==> src/verilog/dcache_defs.svh <==
/* queue depths, bus and tag widths and cache geometry
   for the data cache memory-side controller */
`ifndef DCACHE_DEFS_SVH
`define DCACHE_DEFS_SVH

// request queues
`define STQ_DEPTH 8
`define LDQ_DEPTH 4

// one-hot grant width of the load/store queue
`define LSQSZ 8

// address split: tag | index | byte offset (3 bits)
`define ADDR_W 16
`define IDX_W 5
`define TAG_W 8

// memory transaction tag, zero means no transaction
`define MEM_TAG_W 4

`endif

==> src/verilog/dcache_pkg.sv <==
/* request, memory bus, fill and feedback types shared by the
   data cache memory-side controller */
`include "dcache_defs.svh"

package dcache_pkg;

    typedef enum logic [1:0] {
        byte_sz   = 2'd0,
        half_sz   = 2'd1,
        word_sz   = 2'd2,
        double_sz = 2'd3
    } mem_size_e;

    typedef enum logic [1:0] {
        bus_none  = 2'd0,
        bus_load  = 2'd1,
        bus_store = 2'd2
    } bus_cmd_e;

    // write-back or store miss
    typedef struct packed {
        logic [`ADDR_W-1:0] addr;
        logic [63:0]        data;
        mem_size_e          size;
    } store_req_t;

    // load miss, size only matters for the feedback
    typedef struct packed {
        logic [`ADDR_W-1:0] addr;
        mem_size_e          size;
        logic [`LSQSZ-1:0]  grant;
    } load_req_t;

    typedef struct packed {
        bus_cmd_e           cmd;
        logic [`ADDR_W-1:0] addr;
        mem_size_e          size;
        logic [63:0]        data;
    } mem_req_t;

    typedef struct packed {
        logic [`LSQSZ-1:0] grant;
        logic [31:0]       data;
    } load_result_t;

    typedef struct packed {
        logic [`IDX_W-1:0] idx;
        logic [`TAG_W-1:0] tag;
        logic [63:0]       data;
    } cache_fill_t;

    // load entries freed in one cycle
    typedef logic [2:0] credit_cnt_t;

endpackage

==> src/verilog/req_fifo.sv <==
/* circular FIFO with a type-parameterized payload,
   two pushes (a ahead of b) and one pop per cycle */
`timescale 1ns/10ps

module req_fifo #(
    parameter type payload_t = logic [7:0],
    parameter int  depth     = 4
) (
    input  logic                         clock,
    input  logic                         reset,
    input  logic                         push_a,
    input  payload_t                     data_a,
    input  logic                         push_b,
    input  payload_t                     data_b,
    input  logic                         pop,
    output payload_t                     head,
    output logic                         empty,
    output logic [$clog2(depth+1)-1:0]   count
);

    localparam int PW = (depth > 1) ? $clog2(depth) : 1;
    localparam int CW = $clog2(depth + 1);

    payload_t       mem [depth];
    logic [PW-1:0]  wr_ptr;
    logic [PW-1:0]  rd_ptr;
    logic [PW-1:0]  wr_ptr_b;
    logic [CW-1:0]  count_next;

    function automatic logic [PW-1:0] ptr_inc(input logic [PW-1:0] p);
        return (p == PW'(depth - 1)) ? '0 : p + 1'b1;
    endfunction

    // b lands behind a when both push
    assign wr_ptr_b = push_a ? ptr_inc(wr_ptr) : wr_ptr;

    assign count_next = count + CW'(push_a) + CW'(push_b) - CW'(pop);

    always_ff @(posedge clock) begin
        if (reset) begin
            wr_ptr <= '0;
            rd_ptr <= '0;
            count  <= '0;
        end else begin
            wr_ptr <= push_b ? ptr_inc(wr_ptr_b) : wr_ptr_b;
            if (pop) begin
                rd_ptr <= ptr_inc(rd_ptr);
            end
            count <= count_next;
        end
    end

    always_ff @(posedge clock) begin
        if (push_a) begin
            mem[wr_ptr] <= data_a;
        end
        if (push_b) begin
            mem[wr_ptr_b] <= data_b;
        end
    end

    assign head  = mem[rd_ptr];
    assign empty = (count == '0);

    // a pop in the same cycle frees the slot for one more push
    a_no_overflow: assert property (@(posedge clock) disable iff (reset)
        int'(count) + int'(push_a) + int'(push_b) <= depth + int'(pop))
        else $error("req_fifo: push while full");

    a_no_underflow: assert property (@(posedge clock) disable iff (reset)
        pop |-> !empty)
        else $error("req_fifo: pop while empty");

endmodule

==> src/verilog/store_queue.sv <==
/* in-order store path for write-backs and store misses,
   one store credit returned per issued entry */
`timescale 1ns/10ps
`include "dcache_defs.svh"

module store_queue (
    input  logic                    clock,
    input  logic                    reset,
    input  logic                    wb_valid,
    input  dcache_pkg::store_req_t  wb_req,
    input  logic                    wr_valid,
    input  dcache_pkg::store_req_t  wr_req,
    input  logic                    st_issue,
    output dcache_pkg::store_req_t  st_head,
    output logic                    st_pending,
    output logic                    store_credit
);

    localparam int CW = $clog2(`STQ_DEPTH + 1);

    dcache_pkg::store_req_t  wb_entry;
    logic                    st_empty;
    logic [CW-1:0]           st_count;

    // write-backs always move a whole line
    always_comb begin
        wb_entry      = wb_req;
        wb_entry.size = dcache_pkg::double_sz;
    end

    req_fifo #(
        .payload_t (dcache_pkg::store_req_t),
        .depth     (`STQ_DEPTH)
    ) u_fifo (
        .clock  (clock),
        .reset  (reset),
        .push_a (wb_valid),
        .data_a (wb_entry),
        .push_b (wr_valid),
        .data_b (wr_req),
        .pop    (st_issue),
        .head   (st_head),
        .empty  (st_empty),
        .count  (st_count)
    );

    assign st_pending = !st_empty;

    // the slot is free once memory takes the store
    assign store_credit = st_issue;

    // requester never holds more than STQ_DEPTH credits
    a_store_credit: assert property (@(posedge clock) disable iff (reset)
        int'(st_count) + int'(wb_valid) + int'(wr_valid) <= `STQ_DEPTH + int'(st_issue))
        else $error("store_queue: store sent without a credit");

endmodule

==> src/verilog/load_tracker.sv <==
/* load miss tracker: issue order, in-flight tags matched by search,
   byte extraction, cache fill and squash handling */
`timescale 1ns/10ps
`include "dcache_defs.svh"

module load_tracker (
    input  logic                      clock,
    input  logic                      reset,
    input  logic                      rd_valid,
    input  dcache_pkg::load_req_t     rd_req,
    input  logic                      squash,
    input  logic                      ld_issue,
    input  logic [`MEM_TAG_W-1:0]     ld_issue_tag,
    input  logic [`MEM_TAG_W-1:0]     mem_tag,
    input  logic [63:0]               mem_data,
    output dcache_pkg::load_req_t     ld_head,
    output logic                      ld_pending,
    output logic                      feedback_valid,
    output dcache_pkg::load_result_t  feedback,
    output logic                      fill_valid,
    output dcache_pkg::cache_fill_t   fill,
    output dcache_pkg::credit_cnt_t   load_credit
);

    localparam int N  = `LDQ_DEPTH;
    localparam int IW = (N > 1) ? $clog2(N) : 1;
    localparam int CW = $clog2(N + 1);

    typedef logic [IW-1:0] entry_idx_t;

    typedef enum logic [1:0] {
        ent_free,
        ent_waiting,
        ent_in_flight,
        ent_dead
    } entry_state_e;

    entry_state_e             state [N];
    dcache_pkg::load_req_t    entry_req [N];
    logic [`MEM_TAG_W-1:0]    entry_tag [N];

    entry_idx_t               head_idx;
    entry_idx_t               alloc_idx;
    entry_idx_t               hit_idx;
    logic                     alloc_ok;
    logic                     alloc;
    logic [N-1:0]             hit;
    logic                     hit_live;
    logic                     fifo_reset;
    logic                     fifo_empty;
    logic [CW-1:0]            fifo_count;
    logic [CW-1:0]            n_waiting;
    dcache_pkg::credit_cnt_t  freed;
    dcache_pkg::load_req_t    hit_req;
    logic [63:0]              shifted;
    logic [63:0]              size_mask;
    logic [63:0]              masked;

    // lowest free entry
    always_comb begin
        alloc_ok  = 1'b0;
        alloc_idx = '0;
        for (int i = N - 1; i >= 0; i--) begin
            if (state[i] == ent_free) begin
                alloc_ok  = 1'b1;
                alloc_idx = entry_idx_t'(i);
            end
        end
    end

    // a load arriving with squash is cancelled right away
    assign alloc = rd_valid && !squash && alloc_ok;

    // issue order of waiting entries, emptied on squash
    assign fifo_reset = reset || squash;

    req_fifo #(
        .payload_t (entry_idx_t),
        .depth     (N)
    ) u_order (
        .clock  (clock),
        .reset  (fifo_reset),
        .push_a (alloc),
        .data_a (alloc_idx),
        .push_b (1'b0),
        .data_b ('0),
        .pop    (ld_issue),
        .head   (head_idx),
        .empty  (fifo_empty),
        .count  (fifo_count)
    );

    assign ld_head    = entry_req[head_idx];
    assign ld_pending = !fifo_empty;

    // search in-flight and dead entries for the returning tag
    always_comb begin
        hit_idx = '0;
        for (int i = 0; i < N; i++) begin
            hit[i] = (mem_tag != '0) && (entry_tag[i] == mem_tag) &&
                     (state[i] == ent_in_flight || state[i] == ent_dead);
            if (hit[i]) begin
                hit_idx = entry_idx_t'(i);
            end
        end
    end

    assign hit_live = (|hit) && (state[hit_idx] == ent_in_flight) && !squash;

    // entries freed this cycle, including a cancelled arrival
    always_comb begin
        freed     = dcache_pkg::credit_cnt_t'(rd_valid && squash);
        n_waiting = '0;
        for (int i = 0; i < N; i++) begin
            if (hit[i]) begin
                freed = freed + 1'b1;
            end
            if (state[i] == ent_waiting) begin
                n_waiting = n_waiting + 1'b1;
                if (squash && !(ld_issue && head_idx == entry_idx_t'(i))) begin
                    freed = freed + 1'b1;
                end
            end
        end
    end

    always_ff @(posedge clock) begin
        if (reset) begin
            for (int i = 0; i < N; i++) begin
                state[i] <= ent_free;
            end
        end else begin
            for (int i = 0; i < N; i++) begin
                if (hit[i]) begin
                    state[i] <= ent_free;
                end else if (ld_issue && head_idx == entry_idx_t'(i)) begin
                    // issued during a squash, memory still owes the data
                    state[i] <= squash ? ent_dead : ent_in_flight;
                end else if (squash && state[i] == ent_waiting) begin
                    state[i] <= ent_free;
                end else if (squash && state[i] == ent_in_flight) begin
                    state[i] <= ent_dead;
                end
            end
            if (alloc) begin
                state[alloc_idx] <= ent_waiting;
            end
        end
    end

    always_ff @(posedge clock) begin
        if (alloc) begin
            entry_req[alloc_idx] <= rd_req;
        end
        if (ld_issue) begin
            entry_tag[head_idx] <= ld_issue_tag;
        end
    end

    // pick the addressed bytes out of the returned line
    assign hit_req = entry_req[hit_idx];
    assign shifted = mem_data >> {hit_req.addr[2:0], 3'b000};

    always_comb begin
        case (hit_req.size)
            dcache_pkg::byte_sz: size_mask = 64'h0000_0000_0000_00ff;
            dcache_pkg::half_sz: size_mask = 64'h0000_0000_0000_ffff;
            dcache_pkg::word_sz: size_mask = 64'h0000_0000_ffff_ffff;
            default:             size_mask = '1;
        endcase
    end

    assign masked = shifted & size_mask;

    always_ff @(posedge clock) begin
        if (reset) begin
            feedback_valid <= 1'b0;
            fill_valid     <= 1'b0;
            load_credit    <= '0;
        end else begin
            feedback_valid <= hit_live;
            fill_valid     <= hit_live;
            load_credit    <= freed;
        end
    end

    always_ff @(posedge clock) begin
        if (hit_live) begin
            feedback.grant <= hit_req.grant;
            feedback.data  <= masked[31:0];
            fill.idx       <= hit_req.addr[`IDX_W+2:3];
            fill.tag       <= hit_req.addr[`ADDR_W-1:`ADDR_W-`TAG_W];
            fill.data      <= mem_data;
        end
    end

    a_load_credit: assert property (@(posedge clock) disable iff (reset)
        rd_valid |-> alloc_ok)
        else $error("load_tracker: load sent without a credit");

    a_tag_unique: assert property (@(posedge clock) disable iff (reset)
        $onehot0(hit))
        else $error("load_tracker: tag %0d matches several entries", mem_tag);

    // order queue and entry table must agree on what is waiting
    a_order_in_sync: assert property (@(posedge clock) disable iff (reset)
        fifo_count == n_waiting)
        else $error("load_tracker: issue order out of step with entry table");

endmodule

==> src/verilog/mem_issue.sv <==
/* memory bus issue stage: stores ahead of loads,
   one issue strobe per accepted request */
`timescale 1ns/10ps
`include "dcache_defs.svh"

module mem_issue (
    input  logic                    st_pending,
    input  dcache_pkg::store_req_t  st_head,
    input  logic                    ld_pending,
    input  dcache_pkg::load_req_t   ld_head,
    input  logic [`MEM_TAG_W-1:0]   mem_response,
    output dcache_pkg::mem_req_t    mem_req,
    output logic                    st_issue,
    output logic                    ld_issue,
    output logic [`MEM_TAG_W-1:0]   ld_issue_tag
);

    logic accepted;

    always_comb begin
        mem_req     = '0;
        mem_req.cmd = dcache_pkg::bus_none;
        if (st_pending) begin
            mem_req.cmd  = dcache_pkg::bus_store;
            mem_req.addr = st_head.addr;
            mem_req.size = st_head.size;
            mem_req.data = st_head.data;
        end else if (ld_pending) begin
            // whole line for the fill, the lsq size is applied on return
            mem_req.cmd  = dcache_pkg::bus_load;
            mem_req.addr = ld_head.addr;
            mem_req.size = dcache_pkg::double_sz;
        end
    end

    // zero response is a refusal, request stays on the bus
    assign accepted = (mem_response != '0) && (mem_req.cmd != dcache_pkg::bus_none);

    assign st_issue     = accepted && st_pending;
    assign ld_issue     = accepted && !st_pending;
    assign ld_issue_tag = mem_response;

endmodule

==> src/verilog/dcache_mem_ctrl.sv <==
/* memory-side controller of the data cache: store queue,
   load tracker and memory bus issue stage */
`timescale 1ns/10ps
`include "dcache_defs.svh"

module dcache_mem_ctrl (
    input  logic                      clock,
    input  logic                      reset,
    input  logic                      squash,
    input  logic                      wb_valid,
    input  dcache_pkg::store_req_t    wb_req,
    input  logic                      wr_valid,
    input  dcache_pkg::store_req_t    wr_req,
    input  logic                      rd_valid,
    input  dcache_pkg::load_req_t     rd_req,
    input  logic [`MEM_TAG_W-1:0]     mem_response,
    input  logic [`MEM_TAG_W-1:0]     mem_tag,
    input  logic [63:0]               mem_data,
    output dcache_pkg::mem_req_t      mem_req,
    output logic                      store_credit,
    output dcache_pkg::credit_cnt_t   load_credit,
    output logic                      feedback_valid,
    output dcache_pkg::load_result_t  feedback,
    output logic                      fill_valid,
    output dcache_pkg::cache_fill_t   fill
);

    dcache_pkg::store_req_t   st_head;
    logic                     st_pending;
    logic                     st_issue;
    dcache_pkg::load_req_t    ld_head;
    logic                     ld_pending;
    logic                     ld_issue;
    logic [`MEM_TAG_W-1:0]    ld_issue_tag;

    store_queue u_store_queue (
        .clock        (clock),
        .reset        (reset),
        .wb_valid     (wb_valid),
        .wb_req       (wb_req),
        .wr_valid     (wr_valid),
        .wr_req       (wr_req),
        .st_issue     (st_issue),
        .st_head      (st_head),
        .st_pending   (st_pending),
        .store_credit (store_credit)
    );

    load_tracker u_load_tracker (
        .clock          (clock),
        .reset          (reset),
        .rd_valid       (rd_valid),
        .rd_req         (rd_req),
        .squash         (squash),
        .ld_issue       (ld_issue),
        .ld_issue_tag   (ld_issue_tag),
        .mem_tag        (mem_tag),
        .mem_data       (mem_data),
        .ld_head        (ld_head),
        .ld_pending     (ld_pending),
        .feedback_valid (feedback_valid),
        .feedback       (feedback),
        .fill_valid     (fill_valid),
        .fill           (fill),
        .load_credit    (load_credit)
    );

    mem_issue u_mem_issue (
        .st_pending   (st_pending),
        .st_head      (st_head),
        .ld_pending   (ld_pending),
        .ld_head      (ld_head),
        .mem_response (mem_response),
        .mem_req      (mem_req),
        .st_issue     (st_issue),
        .ld_issue     (ld_issue),
        .ld_issue_tag (ld_issue_tag)
    );

endmodule

==> config.mk <==
export PLATFORM = sky130hd
export DESIGN_NAME = dcache_mem_ctrl
export DESIGN_NICKNAME = d
export VERILOG_FILES = /design/src/verilog/dcache_pkg.sv /design/src/verilog/req_fifo.sv /design/src/verilog/store_queue.sv /design/src/verilog/load_tracker.sv /design/src/verilog/mem_issue.sv /design/src/verilog/dcache_mem_ctrl.sv
export VERILOG_INCLUDE_DIRS = /design/src /design/src/verilog
export SDC_FILE = /design/constraint.sdc
export NUM_CORES = 1
export LEC_CHECK = 0
export ABC_AREA = 1
export BUFFER_PORTS_ARGS = -buffer_cell sky130_fd_sc_hd__buf_2
export CELL_PAD_IN_SITES_DETAIL_PLACEMENT = 1
export CELL_PAD_IN_SITES_GLOBAL_PLACEMENT = 2
export CORE_ASPECT_RATIO = 1.2
export CORE_MARGIN = 4
export CORE_UTILIZATION = 40
export DETAILED_ROUTE_END_ITERATION = 10
export GPL_TIMING_DRIVEN = 0
export PLACE_DENSITY = 0.86
export SETUP_SLACK_MARGIN = 0.5
export SLEW_MARGIN = 30
export SYNTH_ARGS = -nofsm -noshare
export SYNTH_HDL_FRONTEND = slang
export SYNTH_SLANG_ARGS = --single-unit
==> constraint.sdc <==
create_clock -name clock -period 19.3 [get_ports clock]
set_input_delay 0 -clock clock [delete_from_list [all_inputs] [get_ports clock]]
set_output_delay 0 -clock clock [all_outputs]
set_load 0.03 [all_outputs]
Word-level counts from Yosys, hierarchy flattened. Memories as Yosys holds them, arrays and structs flattened. A register that Yosys moved wholly into a read port is not among the register bits. Cells that the tools add are included.

Shift operators: 1. $add $sub $neg: 18. Reductions and logical operators: 55. Multiply operators: 0. Bitwise operators: 17. Div/mod/pow operators: 0. Muxes and demuxes: 140. Equal/unequal tests: 27. Magnitude comparators: 0.

Operators by type and width (count): case mux 32 bit (3 select lines) (1); two-way mux 1 bit (90); two-way mux 64 bit (1); right shift 64 x 6 -> 32 bit (1); two-way mux 3 bit (19); two-way mux 2 bit (27); bitwise AND 32 bit (1); logical AND 1 bit (32); adder 3 x 1 -> 3 bit, second input constant (10); equality test 2 bit, second input constant (14); two-way mux 20 bit (1); two-way mux 19 bit (1); equality test 4 bit (4); bitwise OR 1 bit (16); equality test 2 x 1 -> 1 bit, second input constant (6); zero test 2 bit (6); equality test 3 bit, second input constant (3); adder 4 x 1 -> 4 bit (2); nonzero test 4 bit (2); zero test 1 bit (6); logical OR 1 bit (5); adder 2 x 1 -> 2 bit, second input constant (2); zero test 4 bit (1); OR reduction 4 bit (1); other kinds (6) (6).

Logic and storage cells: 276. Register bits: 138. Output and inout bits: 207. Memories: 5. Latch bits: 0. Bits in read-only memories: 0. Bits in writable memories: 792. Bits of input ports: 268.

Memories: u_store_queue.u_fifo.mem (depth 8, width 82, rd ports 1, clocked after memory_dff 1, wr ports 2, line req_fifo.sv:24) `payload_t mem [depth];`; u_load_tracker.entry_req (depth 4, width 26, rd ports 2, clocked after memory_dff 0, wr ports 1, line load_tracker.sv:39) `dcache_pkg::load_req_t entry_req [N];`; u_load_tracker.entry_tag (depth 4, width 4, rd ports 4, clocked after memory_dff 0, wr ports 1, line load_tracker.sv:40) `` logic [`MEM_TAG_W-1:0] entry_tag [N]; ``; u_load_tracker.state (depth 4, width 2, rd ports 5, clocked after memory_dff 0, wr ports 5, line load_tracker.sv:38) `entry_state_e state [N];`; u_load_tracker.u_order.mem (depth 4, width 2, rd ports 1, clocked after memory_dff 1, wr ports 1, line req_fifo.sv:24).

Longest topological paths before layout.
Depth in word-level cells: 26. Depth in mapped cells: 38. Mapped depth without buffers: 38.

Cells and area by module. A second synthesis with hierarchy kept.

Cell total of the unflattened synthesis: 5970. Area total of the unflattened synthesis: 49915.4 µm².

By module, submodules not included: req_fifo at u_store_queue.u_fifo (instances 1, area an instance 36087.1 µm², cells each 4461, seq. area each 19959.1 µm²); load_tracker (instances 1, area an instance 11939.0 µm², cells each 1182, seq. area each 7357.1 µm²); req_fifo at u_load_tracker.u_order (instances 1, area an instance 1017.2 µm², cells each 119, seq. area each 420.4 µm²); mem_issue (instances 1, area an instance 857.1 µm², cells each 205, seq. area each 0.0 µm²); store_queue (instances 1, area an instance 15.0 µm², cells each 3, seq. area each 0.0 µm²).

Least setup slack after synthesis. No wires, ideal clock.

Kind: register -> register. Start point: register u_store_queue.u_fifo.wr_ptr[0]. End point: memory u_store_queue.u_fifo.mem[0][0] (netlist name) (enable). Period minus slack after synthesis: 7.034 ns. Buffers on the path: 0. Slack: 12.266 ns. Library setup time: 0.635 ns. Cell stages (with the launch flop): 3. Arrival time: 6.398 ns. Required time: 18.665 ns. Path through: dfxtp_1 -> or2_2 -> o21ai_0.

RTL lines: start, declared (line req_fifo.sv:25) `logic [PW-1:0] wr_ptr;`; start signal, assigned (line req_fifo.sv:45) `wr_ptr <= push_b ? ptr_inc(wr_ptr_b) : wr_ptr_b;`; end, declared (line req_fifo.sv:24).

Worst setup path in the final report.
Start point: register u_store_queue.u_fifo.count[2]. End point: register u_load_tracker.load_credit[2].

Cells in the longest elaborated chain, start to end: 25. Elaborated cells between the ends (all ways): 34. Those cells by class: add/sub (6); mux (12); reduce/logical (16).

Ends and longest elaborated chain: start, declared (line req_fifo.sv:18) `output logic [$clog2(depth+1)-1:0] count`; start signal, assigned (line req_fifo.sv:49) `count <= count_next;`; zero test 4 bit (*) (line req_fifo.sv:63) `assign empty = (count == '0);`; two-way mux 20 bit (line mem_issue.sv:23) `if (st_pending) begin`; nonzero test 2 bit (line mem_issue.sv:37) `assign accepted = (mem_response != '0) && (mem_req.cmd != dcache_pkg::bus_none);`; logical AND 1 bit (line mem_issue.sv:37); logical AND 1 bit (*) (line mem_issue.sv:40) `assign ld_issue = accepted && !st_pending;`; logical AND 1 bit (line load_tracker.sv:120) `if (squash && !(ld_issue && head_idx == entry_idx_t'(i))) begin`; zero test 1 bit (line load_tracker.sv:120); logical AND 1 bit (line load_tracker.sv:120); [... 9 more ...]; adder 3 x 1 -> 3 bit (line load_tracker.sv:121) `freed = freed + 1'b1;`; two-way mux 3 bit (line load_tracker.sv:120); two-way mux 3 bit (line load_tracker.sv:118) `if (state[i] == ent_waiting) begin`; adder 3 x 1 -> 3 bit (line load_tracker.sv:116) `freed = freed + 1'b1;`; two-way mux 3 bit (line load_tracker.sv:115) `if (hit[i]) begin`; adder 3 x 1 -> 3 bit (line load_tracker.sv:121); two-way mux 3 bit (line load_tracker.sv:120); two-way mux 3 bit (*) (line load_tracker.sv:118); end signal, assigned (line load_tracker.sv:183) `load_credit <= freed;`; end, declared (line load_tracker.sv:22) `output dcache_pkg::credit_cnt_t load_credit`.

Every way passes the cells marked *; elsewhere a longest branch is shown, timed or not. A chain may end at the register's enable or synchronous reset.

==> summary.txt <==
STA
  – Final Setup Violations: 0
  – Slew margin rel.: 0.256
  – Fmax achieved: 199 MHz
  – Setup WS post-layout: 14.28 ns
  – Slew Limit Fails: 0
  – Fin crit period: 5.02 ns
  – Clock Skew: 0.0248 ns
  – Crit share post-route: 0.260
  – Hold Fails Final Rpt: 0
  – Setup TNS: 0 ns
  – RSZ-0062 raised after global routing: no
  – Worst slew pin tran: 1.12 ns

Place
  – Setup Slack @ Placement: 14.29 ns
  – GP Congestion: 0.855
  – Port Buffer Count: 391
  – Placed cell count: 6,667
  – Dpl hpwl: 136,000 um

Clock network
  – Clk Tree Root Cell: clkbuf_16
  – H-tree depth: 3
  – CTS tree: built
  – Worst skew pair latency: 0.71 ns
  – Clock Sinks: approximately 940
  – Reg clk slew, reported paths: 0.07 ns
  – Max Root-Sink Buffers: 3
  – Total CTS buffers: a little under 100

Hold path
  – HP Class: input pin to register

Synth
  – Area contributors post-synth: edfxtp_1 60%, o21ai_0 12%, nand2_1 8.0%
  – Cells after synthesis: 4,727
  – Yosys top cell by area: edfxtp_1
  – Most common cell in the netlist: o21ai_0
  – Ys Warns: 0
  – Fraction of registers with async set/reset: 0
  – Synthesized net count: between 5,000 and 6,000
  – Count of different cell masters after synthesis: 55
  – Flops & latches, synth: 935
  – Top post-synthesis cells by count: 1,072 x o21ai_0, 968 x nand2_1, 901 x edfxtp_1
  – Avg Synthesized Cell Area: 9.55 um2
  – Top cell type's share of synthesized area: 0.599
  – Sequential area share after synthesis: 0.614
  – Number of flops mapped to enable cells by yosys: about 900
  – Mapped Area: ~45,000 um2
  – Synth Flop Type: edfxtp_1

Floorplan
  – Core outline area: around 110,000 um2
  – Die width: 315 um
  – Starting Density: 0.404
  – Die Y: 376 um
  – Top Ports: 475
  – Die area: 118,000 um2
  – Row count: about 130

Route
  – 1st-iter DRT viols: 4,347
  – Residual DRC: 0
  – Routed Antenna Nets: 0
  – Routed WL: 200,000 um
  – DR vias/cell: 5.86
  – Drt pass-1 iters: 6
  – Routed len/inst: 27.7 um
  – Vias after detailed routing: 42,300

Run status
  – Status: completed

Layout
  – Layout cell share with drive strength beyond 1: 0.141
  – Area delta synth->final: 26.9%
  – # nets final: 5,911
  – Non-Filler Instances: 7,221

Global routing
  – GRT Residual Overflow: 0
  – GRT Overall Usage: 0.327
  – First-pass GRT wire length: 286,000 um
  – Vias in the first global route: 43,200
  – Pin count of the biggest net entering global routing: a little under 100
  – Initial antenna violation count: 24

Setup path
  – Worst Path Arrival: between 5 and 6 ns
  – Crit path max fanout: 8
  – Crit path kind: register to register
  – Slowest cell delay on critical path: 0.30 ns
  – Crit path top cell by count: nand2_1
  – CP top delay family: simple AND/OR/NAND/NOR gates
  – Endpoint class of the critical path: register
  – Crit path required time: 19.89 ns
  – Worst Setup Start Kind: register
  – Buf+Inv Stages, Crit Path: 5
  – Critical-path top delay cell: dfxtp_1

Job
  – Max Cap Viol: 0

Power
  – Leakage power: around 0.022 uW
  – Peak supply drop: approximately 85 uV
  – Pwr dens: 125 nW/um2
## report_power, final
group / internal [uW] / switching (uW) / total, uW
clock network: 1140 / 861 / 2000
registers: 2380 / 38.3 / 2420
logic: 689 / 2020 / 2710
## layer usage
layer,track usage,vias up,wire (um)
li1,-,18400,-
met1,0.382,21000,72300
met2,0.566,2311,98000
met3,0.0645,594,17600
met4,0.174,8,11800
met5,0,-,48
## cells in the final DEF (no fill, tap or decap), types with 7 or more instances in the layout
master         Yosys  layout
nor2_1           571     568
nand3_1           92      92
diode_2            0      27
or2_2              7       7
a31oi_1           66      66
dfxtp_1           34      34
o21ai_1           33      33
nand2_1          968     968
buf_4             11      11
edfxtp_1         901     901
a21oi_1           69      69
o21ai_0         1072    1064
buf_1             13      13
o221ai_1          31      31
clkbuf_2          80      95
buf_8              0       9
a31o_2            13      13
o22ai_1           98      98
dlygate4sd3_1      0     345
inv_2             23      24
clkbuf_16          0     102
ha_1              23      23
bufinv_16          0      12
o32ai_1           21      21
buf_2             14     405
clkinvlp_4         0       7
clkbuf_1         280     287
buf_16             0      44
nand2_2           10      10
a22oi_1           28      28
clkinv_1           0      12
clkinv_2           0      16
o21ai_4            0       8
inv_1            205     203
## flip-flops by register name (all words and copies together) (netlist names), named ones only
register and flops:
u_store_queue.u_fifo.rd_ptr 3, u_load_tracker.fill 77, u_store_queue.u_fifo.mem 656, u_load_tracker.state 8, u_store_queue.u_fifo.count 4, u_load_tracker.feedback_valid 1, u_load_tracker.feedback 40, u_load_tracker.u_order.rd_ptr 2
u_load_tracker.entry_req 104, u_load_tracker.u_order.mem 8, u_load_tracker.load_credit 3, u_load_tracker.u_order.wr_ptr 2, u_load_tracker.u_order.count 3, u_load_tracker.entry_tag 16, u_store_queue.u_fifo.wr_ptr 3
## per-stage QoR
stage | power (uW) | instance area [um2] | utilization | hold slack (ns)
final | 7140 | 57300 | 0.513 | 0.0374
after global routing | 7370 | 57200 | 0.513 | 0.0257
after CTS | 7080 | 57200 | 0.512 | 0.00133
after detailed placement | 5040 | 50500 | 0.452 | 0.193
after global placement | 4990 | 49000 | 0.439 | 0.192
after floorplan | 3900 | 45200 | - | 0.0989
## worst register-to-register path: cells and delay by family (launching register included)
kind | cells | cell delay, ns
buffers and inverters | 5 | 0.27
adders and majority gates | 5 | 1.11
DFF | 1 | 0.30
AOI/OAI and AO/OA | 1 | 0.12
and+or+nand+nor | 24 | 2.95
xor gates and xnor gates | 1 | 0.18
## area by class of cell
cell class	instances	area (um2)
Clock buffer	126	2660
Multi-Input combinational cell	3160	15000
Fill cell	12600	54400
Tap cell	1496	1870
Timing Repair Buffer	789	6760
Clock inverter	56	636
Buffer	403	1730
Antenna cell	27	67.6
Sequential cell	935	27700
Inverter	229	870
## path summary, 6_finish.rpt
kind | from | to | slack [ns] | cells past startpoint
max | u_store_queue.u_fifo.count[2]$_SDFF_PP0_ | u_load_tracker.load_credit[2]$_SDFF_PP0_ | 14.28 | 36
min | mem_data[27] | u_load_tracker.fill[27]$_DFFE_PP_ | 0.04 | 2
max reg2reg | u_store_queue.u_fifo.count[2]$_SDFF_PP0_ | u_load_tracker.load_credit[2]$_SDFF_PP0_ | 14.28 | 36
min reg2reg | u_load_tracker.state[0][1]$_SDFFE_PP0P_ | u_load_tracker.state[0][1]$_SDFFE_PP0P_ | 0.49 | 2
## timing repair
item	4_1_cts	5_1_grt
gates resized for setup	0	0
endpoints found under the hold margin	909	0
hold buffers	345	0
setup buffers	0	0
## kinds of logic after synthesis
family / Yosys count / share of synthesized area
AO/OA/AOI/OAI: 1447 / 0.173
XOR/XNOR: 10 / 0.00194
adder cells (fa/ha/maj): 26 / 0.00770
buffers and inverters: 632 / 0.0569
flip-flops: 935 / 0.614
AND/OR/NAND/NOR: 1677 / 0.146
(Power assumes the default switching activity.)
